<file path="src/verilog/vec_pkg.sv">
// shared widths and operation codes for the vector element sequencer
package vec_pkg;

    // element address width, 64 elements in the register file
    parameter int rf_addr_w = 6;

    // element and memory word width
    parameter int data_w = 32;

    // external memory word address width
    parameter int mem_addr_w = 32;

    // operation being sequenced
    // vle32 loads words into elements
    // vse32 stores elements to words
    // vmacc adds src * scalar into the destination element
    typedef enum logic [1:0] {
        op_vle32 = 2'd0,
        op_vse32 = 2'd1,
        op_vmacc = 2'd2
    } vec_op_t;

endpackage

</file>
<file path="src/verilog/vec_addr_gen.sv">
`timescale 1ns/1ps

// per element address generation
// register addresses wrap inside the file, memory addresses are linear
module vec_addr_gen import vec_pkg::*; #(
    parameter int RF_ADDR_W  = rf_addr_w,
    parameter int MEM_ADDR_W = mem_addr_w
) (
    input  vec_op_t               op,
    input  logic                  issue,
    input  logic [RF_ADDR_W-1:0]  idx,
    input  logic [RF_ADDR_W-1:0]  rf_rd_base,
    input  logic [RF_ADDR_W-1:0]  rf_wr_base,
    input  logic [MEM_ADDR_W-1:0] scalar,
    output logic [RF_ADDR_W-1:0]  rf_rd_addr,
    output logic [RF_ADDR_W-1:0]  rf_wr_issue_addr,
    output logic [MEM_ADDR_W-1:0] mem_raddr,
    output logic [MEM_ADDR_W-1:0] mem_waddr,
    output logic                  mem_ren,
    output logic                  mem_wen
);

    logic [MEM_ADDR_W-1:0] mem_addr;

    // carry out of the element add is dropped, so base near the top wraps
    assign rf_rd_addr       = rf_rd_base + idx;
    assign rf_wr_issue_addr = rf_wr_base + idx;

    // scalar holds the word address of element zero
    assign mem_addr = scalar + {{(MEM_ADDR_W - RF_ADDR_W){1'b0}}, idx};

    // loads and stores walk the same word sequence
    assign mem_raddr = mem_addr;
    assign mem_waddr = mem_addr;

    // strobes only on cycles that really issue
    assign mem_ren = issue && (op == op_vle32);
    assign mem_wen = issue && (op == op_vse32);

endmodule

</file>
<file path="src/verilog/vec_iter_counter.sv">
`timescale 1ns/1ps

// element index counter
// bound is itr - 1, captured on start
module vec_iter_counter import vec_pkg::*; #(
    parameter int RF_ADDR_W = rf_addr_w
) (
    input  logic                 clk,
    input  logic                 rst,
    input  logic                 start,
    input  logic [RF_ADDR_W:0]   itr,
    input  logic                 issue,
    output logic [RF_ADDR_W-1:0] idx,
    output logic                 last
);

    logic [RF_ADDR_W-1:0] bound_q;

    // itr of 2**RF_ADDR_W still fits once one is taken off
    always_ff @(posedge clk) begin
        if (rst) begin
            bound_q <= '0;
        end else if (start) begin
            bound_q <= RF_ADDR_W'(itr - 1'b1);
        end
    end

    // no issue means stalled or idle, so idx holds
    always_ff @(posedge clk) begin
        if (rst) begin
            idx <= '0;
        end else if (start) begin
            idx <= '0;
        end else if (issue) begin
            if (last) begin
                // back to zero for the next command
                idx <= '0;
            end else begin
                idx <= idx + 1'b1;
            end
        end
    end

    assign last = (idx == bound_q);

    // an empty command would wrap the bound to the top element
    assert property (@(posedge clk) disable iff (rst) start |-> (itr != '0));

endmodule

</file>
<file path="src/verilog/vec_iter_fsm.sv">
`timescale 1ns/1ps

// sequencing control
// idle until start, then counting until the last element has issued
module vec_iter_fsm (
    input  logic clk,
    input  logic rst,
    input  logic start,
    input  logic stall,
    input  logic last,
    output logic busy,
    output logic issue,
    output logic done
);

    typedef enum logic {
        st_idle  = 1'b0,
        st_count = 1'b1
    } state_t;

    state_t state_q;
    state_t state_d;

    always_ff @(posedge clk) begin
        if (rst) begin
            state_q <= st_idle;
        end else begin
            state_q <= state_d;
        end
    end

    // leave counting only after the last element actually went out
    always_comb begin
        state_d = state_q;
        case (state_q)
            st_idle: begin
                if (start) begin
                    state_d = st_count;
                end
            end
            st_count: begin
                if (issue && last) begin
                    state_d = st_idle;
                end
            end
            default: state_d = st_idle;
        endcase
    end

    assign busy = (state_q == st_count);

    // stall holds back one element per cycle
    assign issue = busy && !stall;

    // single pulse on the cycle the last element issues
    assign done = issue && last;

    // a new command must wait for the current one to finish
    assert property (@(posedge clk) disable iff (rst) busy |-> !start);

endmodule

</file>
<file path="src/verilog/vec_mac_lane.sv">
`timescale 1ns/1ps

// element write-back stage
// one cycle after issue the element is written with load data or the mac result
module vec_mac_lane import vec_pkg::*; #(
    parameter int RF_ADDR_W = rf_addr_w,
    parameter int DATA_W    = data_w
) (
    input  logic                 clk,
    input  logic                 rst,
    input  vec_op_t              op,
    input  logic                 issue,
    input  logic [RF_ADDR_W-1:0] wr_addr_in,
    input  logic [DATA_W-1:0]    src,
    input  logic [DATA_W-1:0]    acc,
    input  logic [DATA_W-1:0]    scalar,
    input  logic [DATA_W-1:0]    mem_rdata,
    output logic                 we,
    output logic [RF_ADDR_W-1:0] wa_addr,
    output logic [DATA_W-1:0]    wdata
);

    logic              writes;
    logic              is_load_q;
    logic [DATA_W-1:0] mac_q;

    // stores never touch the register file
    assign writes = issue && (op == op_vle32 || op == op_vmacc);

    always_ff @(posedge clk) begin
        if (rst) begin
            we        <= 1'b0;
            is_load_q <= 1'b0;
        end else begin
            we        <= writes;
            is_load_q <= writes && (op == op_vle32);
        end
    end

    // product is cut to DATA_W bits, upper half is lost
    always_ff @(posedge clk) begin
        if (writes) begin
            wa_addr <= wr_addr_in;
            mac_q   <= acc + src * scalar;
        end
    end

    // memory answers exactly one cycle after the read strobe
    assign wdata = is_load_q ? mem_rdata : mac_q;

endmodule

</file>
<file path="src/verilog/vec_regfile.sv">
`timescale 1ns/1ps

// vector element register file
// two async read ports, one clocked write port
module vec_regfile import vec_pkg::*; #(
    parameter int RF_ADDR_W = rf_addr_w,
    parameter int DATA_W    = data_w
) (
    input  logic                 clk,
    input  logic                 rst,
    input  logic [RF_ADDR_W-1:0] ra_addr,
    input  logic [RF_ADDR_W-1:0] rb_addr,
    input  logic                 we,
    input  logic [RF_ADDR_W-1:0] wa_addr,
    input  logic [DATA_W-1:0]    wdata,
    output logic [DATA_W-1:0]    ra_data,
    output logic [DATA_W-1:0]    rb_data
);

    localparam int depth = 2 ** RF_ADDR_W;

    logic [DATA_W-1:0] elem [depth];

    // all elements start at zero
    always_ff @(posedge clk) begin
        if (rst) begin
            for (int i = 0; i < depth; i++) begin
                elem[i] <= '0;
            end
        end else if (we) begin
            elem[wa_addr] <= wdata;
        end
    end

    // port a feeds the store data and the mac source
    assign ra_data = elem[ra_addr];

    // port b returns the old destination value for the accumulate
    assign rb_data = elem[rb_addr];

endmodule

</file>
<file path="src/verilog/vec_unit_top.sv">
`timescale 1ns/1ps

// vector element sequencer top
// control, counter, address generation, register file and write-back lane
module vec_unit_top import vec_pkg::*; #(
    parameter int RF_ADDR_W  = rf_addr_w,
    parameter int DATA_W     = data_w,
    parameter int MEM_ADDR_W = mem_addr_w
) (
    input  logic                  clk,
    input  logic                  rst,
    input  logic                  start,
    input  vec_op_t               op,
    input  logic [RF_ADDR_W:0]    itr,
    input  logic [RF_ADDR_W-1:0]  rf_rd_base,
    input  logic [RF_ADDR_W-1:0]  rf_wr_base,
    input  logic [DATA_W-1:0]     scalar,
    input  logic                  stall,
    input  logic [DATA_W-1:0]     mem_rdata,
    output logic [MEM_ADDR_W-1:0] mem_raddr,
    output logic                  mem_ren,
    output logic [MEM_ADDR_W-1:0] mem_waddr,
    output logic [DATA_W-1:0]     mem_wdata,
    output logic                  mem_wen,
    output logic                  busy,
    output logic                  done
);

    logic                  issue;
    logic                  last;
    logic [RF_ADDR_W-1:0]  idx;
    logic [RF_ADDR_W-1:0]  rf_rd_addr;
    logic [RF_ADDR_W-1:0]  rf_wr_issue_addr;
    logic [MEM_ADDR_W-1:0] mem_base;
    logic [DATA_W-1:0]     ra_data;
    logic [DATA_W-1:0]     rb_data;
    logic                  rf_we;
    logic [RF_ADDR_W-1:0]  rf_wa_addr;
    logic [DATA_W-1:0]     rf_wdata;

    // scalar doubles as the memory base address
    assign mem_base = MEM_ADDR_W'(scalar);

    vec_iter_fsm u_fsm (
        .clk   (clk),
        .rst   (rst),
        .start (start),
        .stall (stall),
        .last  (last),
        .busy  (busy),
        .issue (issue),
        .done  (done)
    );

    vec_iter_counter #(
        .RF_ADDR_W (RF_ADDR_W)
    ) u_counter (
        .clk   (clk),
        .rst   (rst),
        .start (start),
        .itr   (itr),
        .issue (issue),
        .idx   (idx),
        .last  (last)
    );

    vec_addr_gen #(
        .RF_ADDR_W  (RF_ADDR_W),
        .MEM_ADDR_W (MEM_ADDR_W)
    ) u_addr_gen (
        .op               (op),
        .issue            (issue),
        .idx              (idx),
        .rf_rd_base       (rf_rd_base),
        .rf_wr_base       (rf_wr_base),
        .scalar           (mem_base),
        .rf_rd_addr       (rf_rd_addr),
        .rf_wr_issue_addr (rf_wr_issue_addr),
        .mem_raddr        (mem_raddr),
        .mem_waddr        (mem_waddr),
        .mem_ren          (mem_ren),
        .mem_wen          (mem_wen)
    );

    // port b looks at the destination for the accumulate
    vec_regfile #(
        .RF_ADDR_W (RF_ADDR_W),
        .DATA_W    (DATA_W)
    ) u_regfile (
        .clk     (clk),
        .rst     (rst),
        .ra_addr (rf_rd_addr),
        .rb_addr (rf_wr_issue_addr),
        .we      (rf_we),
        .wa_addr (rf_wa_addr),
        .wdata   (rf_wdata),
        .ra_data (ra_data),
        .rb_data (rb_data)
    );

    vec_mac_lane #(
        .RF_ADDR_W (RF_ADDR_W),
        .DATA_W    (DATA_W)
    ) u_mac_lane (
        .clk        (clk),
        .rst        (rst),
        .op         (op),
        .issue      (issue),
        .wr_addr_in (rf_wr_issue_addr),
        .src        (ra_data),
        .acc        (rb_data),
        .scalar     (scalar),
        .mem_rdata  (mem_rdata),
        .we         (rf_we),
        .wa_addr    (rf_wa_addr),
        .wdata      (rf_wdata)
    );

    // store data comes straight off read port a in the issue cycle
    assign mem_wdata = ra_data;

endmodule
</file>
<file path="config.mk">
export PLATFORM = sky130hd
export DESIGN_NAME = vec_unit_top
export DESIGN_NICKNAME = d
export VERILOG_FILES = /design/src/verilog/vec_pkg.sv /design/src/verilog/vec_addr_gen.sv /design/src/verilog/vec_iter_counter.sv /design/src/verilog/vec_iter_fsm.sv /design/src/verilog/vec_mac_lane.sv /design/src/verilog/vec_regfile.sv /design/src/verilog/vec_unit_top.sv
export SDC_FILE = /design/constraint.sdc
export NUM_CORES = 2
export LEC_CHECK = 0
export BUFFER_PORTS_ARGS = -buffer_cell sky130_fd_sc_hd__buf_2
export CAP_MARGIN = 20
export CORE_MARGIN = 3
export CORE_UTILIZATION = 45
export DETAILED_ROUTE_END_ITERATION = 10
export GPL_ROUTABILITY_DRIVEN = 1
export PLACE_DENSITY = 0.59
export RECOVER_POWER = 25
export SETUP_SLACK_MARGIN = 0.5
export SLEW_MARGIN = 15
export SYNTH_ARGS = -nofsm -noshare
export SYNTH_HDL_FRONTEND = slang
export SYNTH_SLANG_ARGS = --single-unit
</file>
<file path="constraint.sdc">
create_clock -name clk -period 16.4 [get_ports clk]
set_input_delay 0 -clock clk [delete_from_list [all_inputs] [get_ports clk]]
set_output_delay 0 -clock clk [all_outputs]
set_load 0.05 [all_outputs]
</file>
==> results_dict.tcl <==
set metrics [dict create \
    status "complete, but fails checks" \
    synth_ff_type "edfxtp_1" \
    hold_end "u_counter.bound_q[1]" \
    p_leak_nw 49.6 \
    crit_top_cell "fa_1" \
    timing_hold_violations_final 0 \
    drive_gt1_frac 0.231 \
    hpwl_mm 286 \
    grtUsageTotal 0.328 \
    reg2reg_from "u_counter.idx[0]" \
    clk-insertion-delay-late_ns 0.93 \
    synth.most_common_cell "nor2_1" \
    cts_resized 0 \
    placed_cell_area_sq_mm 0.130 \
    io_pins 189 \
    async_reset_ff_frac 0 \
    critical_path.max_stage_delay_ns 1.83 \
    layout_min_cycle_time_ns 13.21 \
    hold_depth 5 \
    grt_antenna_before_repair 16 \
    dieArea_sq_mm 0.283 \
    mappedNetlistNets 9719 \
    drt_first_pass_iters 6 \
    num-fill-cells 23432 \
    fp.dieW_microns 532 \
    crit_family "adder cells" \
    cts_buffers 221 \
    reg2reg_to "u_mac_lane.mac_q[31]" \
    ys_top_cells_by_area "edfxtp_1, mux4_2, fa_1" \
    drc 0 \
    grt.overflow.total 0 \
    path_max_fanout 66 \
    synth-edff-count 2086 \
    netlist_area_sq_mm 0.124 \
    syn_inst 9047 \
    r2r_cells 31 \
    cts_max_path_buffers 4 \
    synth.avg_cell_area_sq_um 13.8 \
    vias 84967 \
    critPathRequiredTime_ns 17.03 \
    initial_utilization 0.454 \
    start_kind "flop" \
    rsz0062_at_grt "false" \
    hold_start "itr[1]" \
    design_area_sq_mm 0.137 \
    period_share 0.805 \
    grt_pass1_vias 85299 \
    drtIter0Drc 12527 \
    fmax_mhz 75.7 \
    wire_per_inst_microns 36.5 \
    hold_path.class "in -> reg" \
    area_growth_pct 9.68 \
    peakVddDrop_v 0.00109 \
    finalMaxSlewViolations 3156 \
    setup.worst_path.class "reg -> reg" \
    finalSetupViolations 0 \
    worstMarginPinSlew_ns 4.59 \
    core-area_sq_mm 0.274 \
    worst_clock_skew_ns 0.0521 \
    clkTransAtPathRegs_ns 0.07 \
    grt_first_pass_wirelength_mm 655 \
    slew_headroom -2.06 \
    drt_wl_total_mm 469 \
    multiInputGateArea_sq_mm 0.0563 \
    htree_levels 4 \
    synth_top_area_frac 0.503 \
    rows 192 \
    die_h_microns 532 \
    clock-root-buffer "clkbuf_16" \
    cts_tree "done" \
    ys.warnings.count 0 \
    violations "capacitance limit, slew limit" \
    synthTopCellsByCount "nor2_1, edfxtp_1, mux4_2" \
    hold_buffers 54 \
    slowest_stage "ha_1" \
    grt_max_degree 93 \
    viasPerCell 6.62 \
    p_per_area_mw_per_mm2 249 \
    seq_area_sq_mm 0.0629 \
    synth_cell_types 80 \
    ys_seq_elements 2101 \
    num-nets-final 9647 \
    cap_viol_max_count 84 \
    finalSetupTns_ns 0 \
    detail-route-antenna-nets 0 \
    critPathArrivalTime_ns 13.84 \
    gp_congestion 0.915 \
    ys_seq_area_frac 0.506 \
    netlist.top_cell.by_area "edfxtp_1" \
    end_kind "flop" \
    clock_sinks 2101 \
    cts_setup_buffers 0 \
    worst-r2r-setup-slack_ns 3.19 \
    worst-path-buf-inv 6 \
    port_buffers 187 \
]
==> state kept, by name (all words and copies together), names as in the netlist <==
register and flops:
u_counter.bound_q 6, u_counter.idx 6, u_fsm.busy 1, u_mac_lane.is_load_q 1, u_mac_lane.mac_q 32, u_mac_lane.wa_addr 6, u_mac_lane.we 1, u_regfile.elem 2048
==> cell usage in the layout, fill, tap and decap left out, drive strengths merged, types with 14 or more instances in the layout <==
| cell type | count |
|---|---|
| nor2 | 2192 |
| edfxtp | 2086 |
| mux4 | 1215 |
| nand2 | 567 |
| inv | 559 |
| fa | 441 |
| buf | 396 |
| clkbuf | 381 |
| ha | 142 |
| and2 | 126 |
| clkinv | 102 |
| xnor2 | 98 |
| nand3 | 92 |
| mux2i | 89 |
| nand2b | 75 |
| a21oi | 73 |
| nor2b | 55 |
| dlygate4sd3 | 54 |
| nor3 | 51 |
| nor4 | 39 |
| xor2 | 35 |
| a211oi | 31 |
| o21ai | 24 |
| and3 | 21 |
| a21o | 18 |
| a31oi | 18 |
| diode | 16 |
| dfxtp | 15 |
| a311oi | 15 |
| mux2 | 14 |
==> where the power goes <==
part	switching (W)	internal [W]	total, W
Clock	0.00214	0.00268	0.00482
Sequential	0.000131	0.00702	0.00715
Combinational	0.0127	0.00928	0.0220
Total	0.0150	0.0190	0.0339
==> worst min-delay path, cell delays in order <==
cell,delay (ns)
buf_2,0.10
inv_1,0.05
ha_1,0.14
a211oi_1,0.07
dlygate4sd3_1,0.54
==> per-layer routing <==
metal / wire [microns] / GRT usage / up-vias
li1: - / - / 32606
met4: 32200 / 0.194 / 16
met1: 159000 / 0.409 / 44366
met3: 69000 / 0.124 / 1183
met2: 208000 / 0.489 / 6796
met5: 127 / 0.00253 / -
==> area by class of cell <==
type | count | area share
antenna | 16 | 0.000293
clock buffer | 269 | 0.0421
clock inverter | 121 | 0.00694
inverter | 559 | 0.0154
multi-input combinational | 5530 | 0.412
sequential | 2101 | 0.461
tap | 3686 | 0.0338
timing repair buffer | 562 | 0.0282
==> through the flow <==
stage	total power [W]	std cells	hold slack, ns	setup slack [ns]	utilization
finish	0.0339	12844	0.0620	3.19	0.498
global route	0.0363	12838	0.0796	2.80	0.497
CTS	0.0340	12824	0.000632	3.62	0.499
detailed placement	0.0290	12380	0.196	3.70	0.472
global placement	0.0286	12378	0.197	3.71	0.472
floorplan	0.0230	9047	0.0768	5.66	-
==> worst max-delay path by stage <==
| stage | startpoint | endpoint | slack (ns) | cells after the start |
|---|---|---|---|---|
| 2_1_floorplan | u_counter.idx[0] | u_mac_lane.mac_q[31] | 5.66 | 42 |
| 3_3_place_gp | u_counter.idx[1] | u_mac_lane.mac_q[30] | 3.71 | 39 |
| 3_5_place_dp | u_counter.idx[1] | u_mac_lane.mac_q[31] | 3.70 | 33 |
| 4_1_cts | u_counter.idx[1] | u_mac_lane.mac_q[30] | 3.62 | 35 |
| 5_1_grt | u_counter.idx[0] | u_mac_lane.mac_q[30] | 2.80 | 36 |
| 6_report | u_counter.idx[0] | u_mac_lane.mac_q[31] | 3.19 | 31 |
==> cell families (layout without fill, tap and decap cells) <==
kind of cell,count (synthesis),in the layout,synth area share
and+or+nand+nor,3242,3242,0.107
DFF,2101,2101,0.506
buffers and inverters,1416,1511,0.0496
muxes,1318,1318,0.228
adders and majority gates,583,583,0.0852
AOI/OAI and AO/OA,249,249,0.0140
xor gates and xnor gates,138,138,0.0104
other,0,16,0
Note: power is estimated with default switching activity, not from simulation.
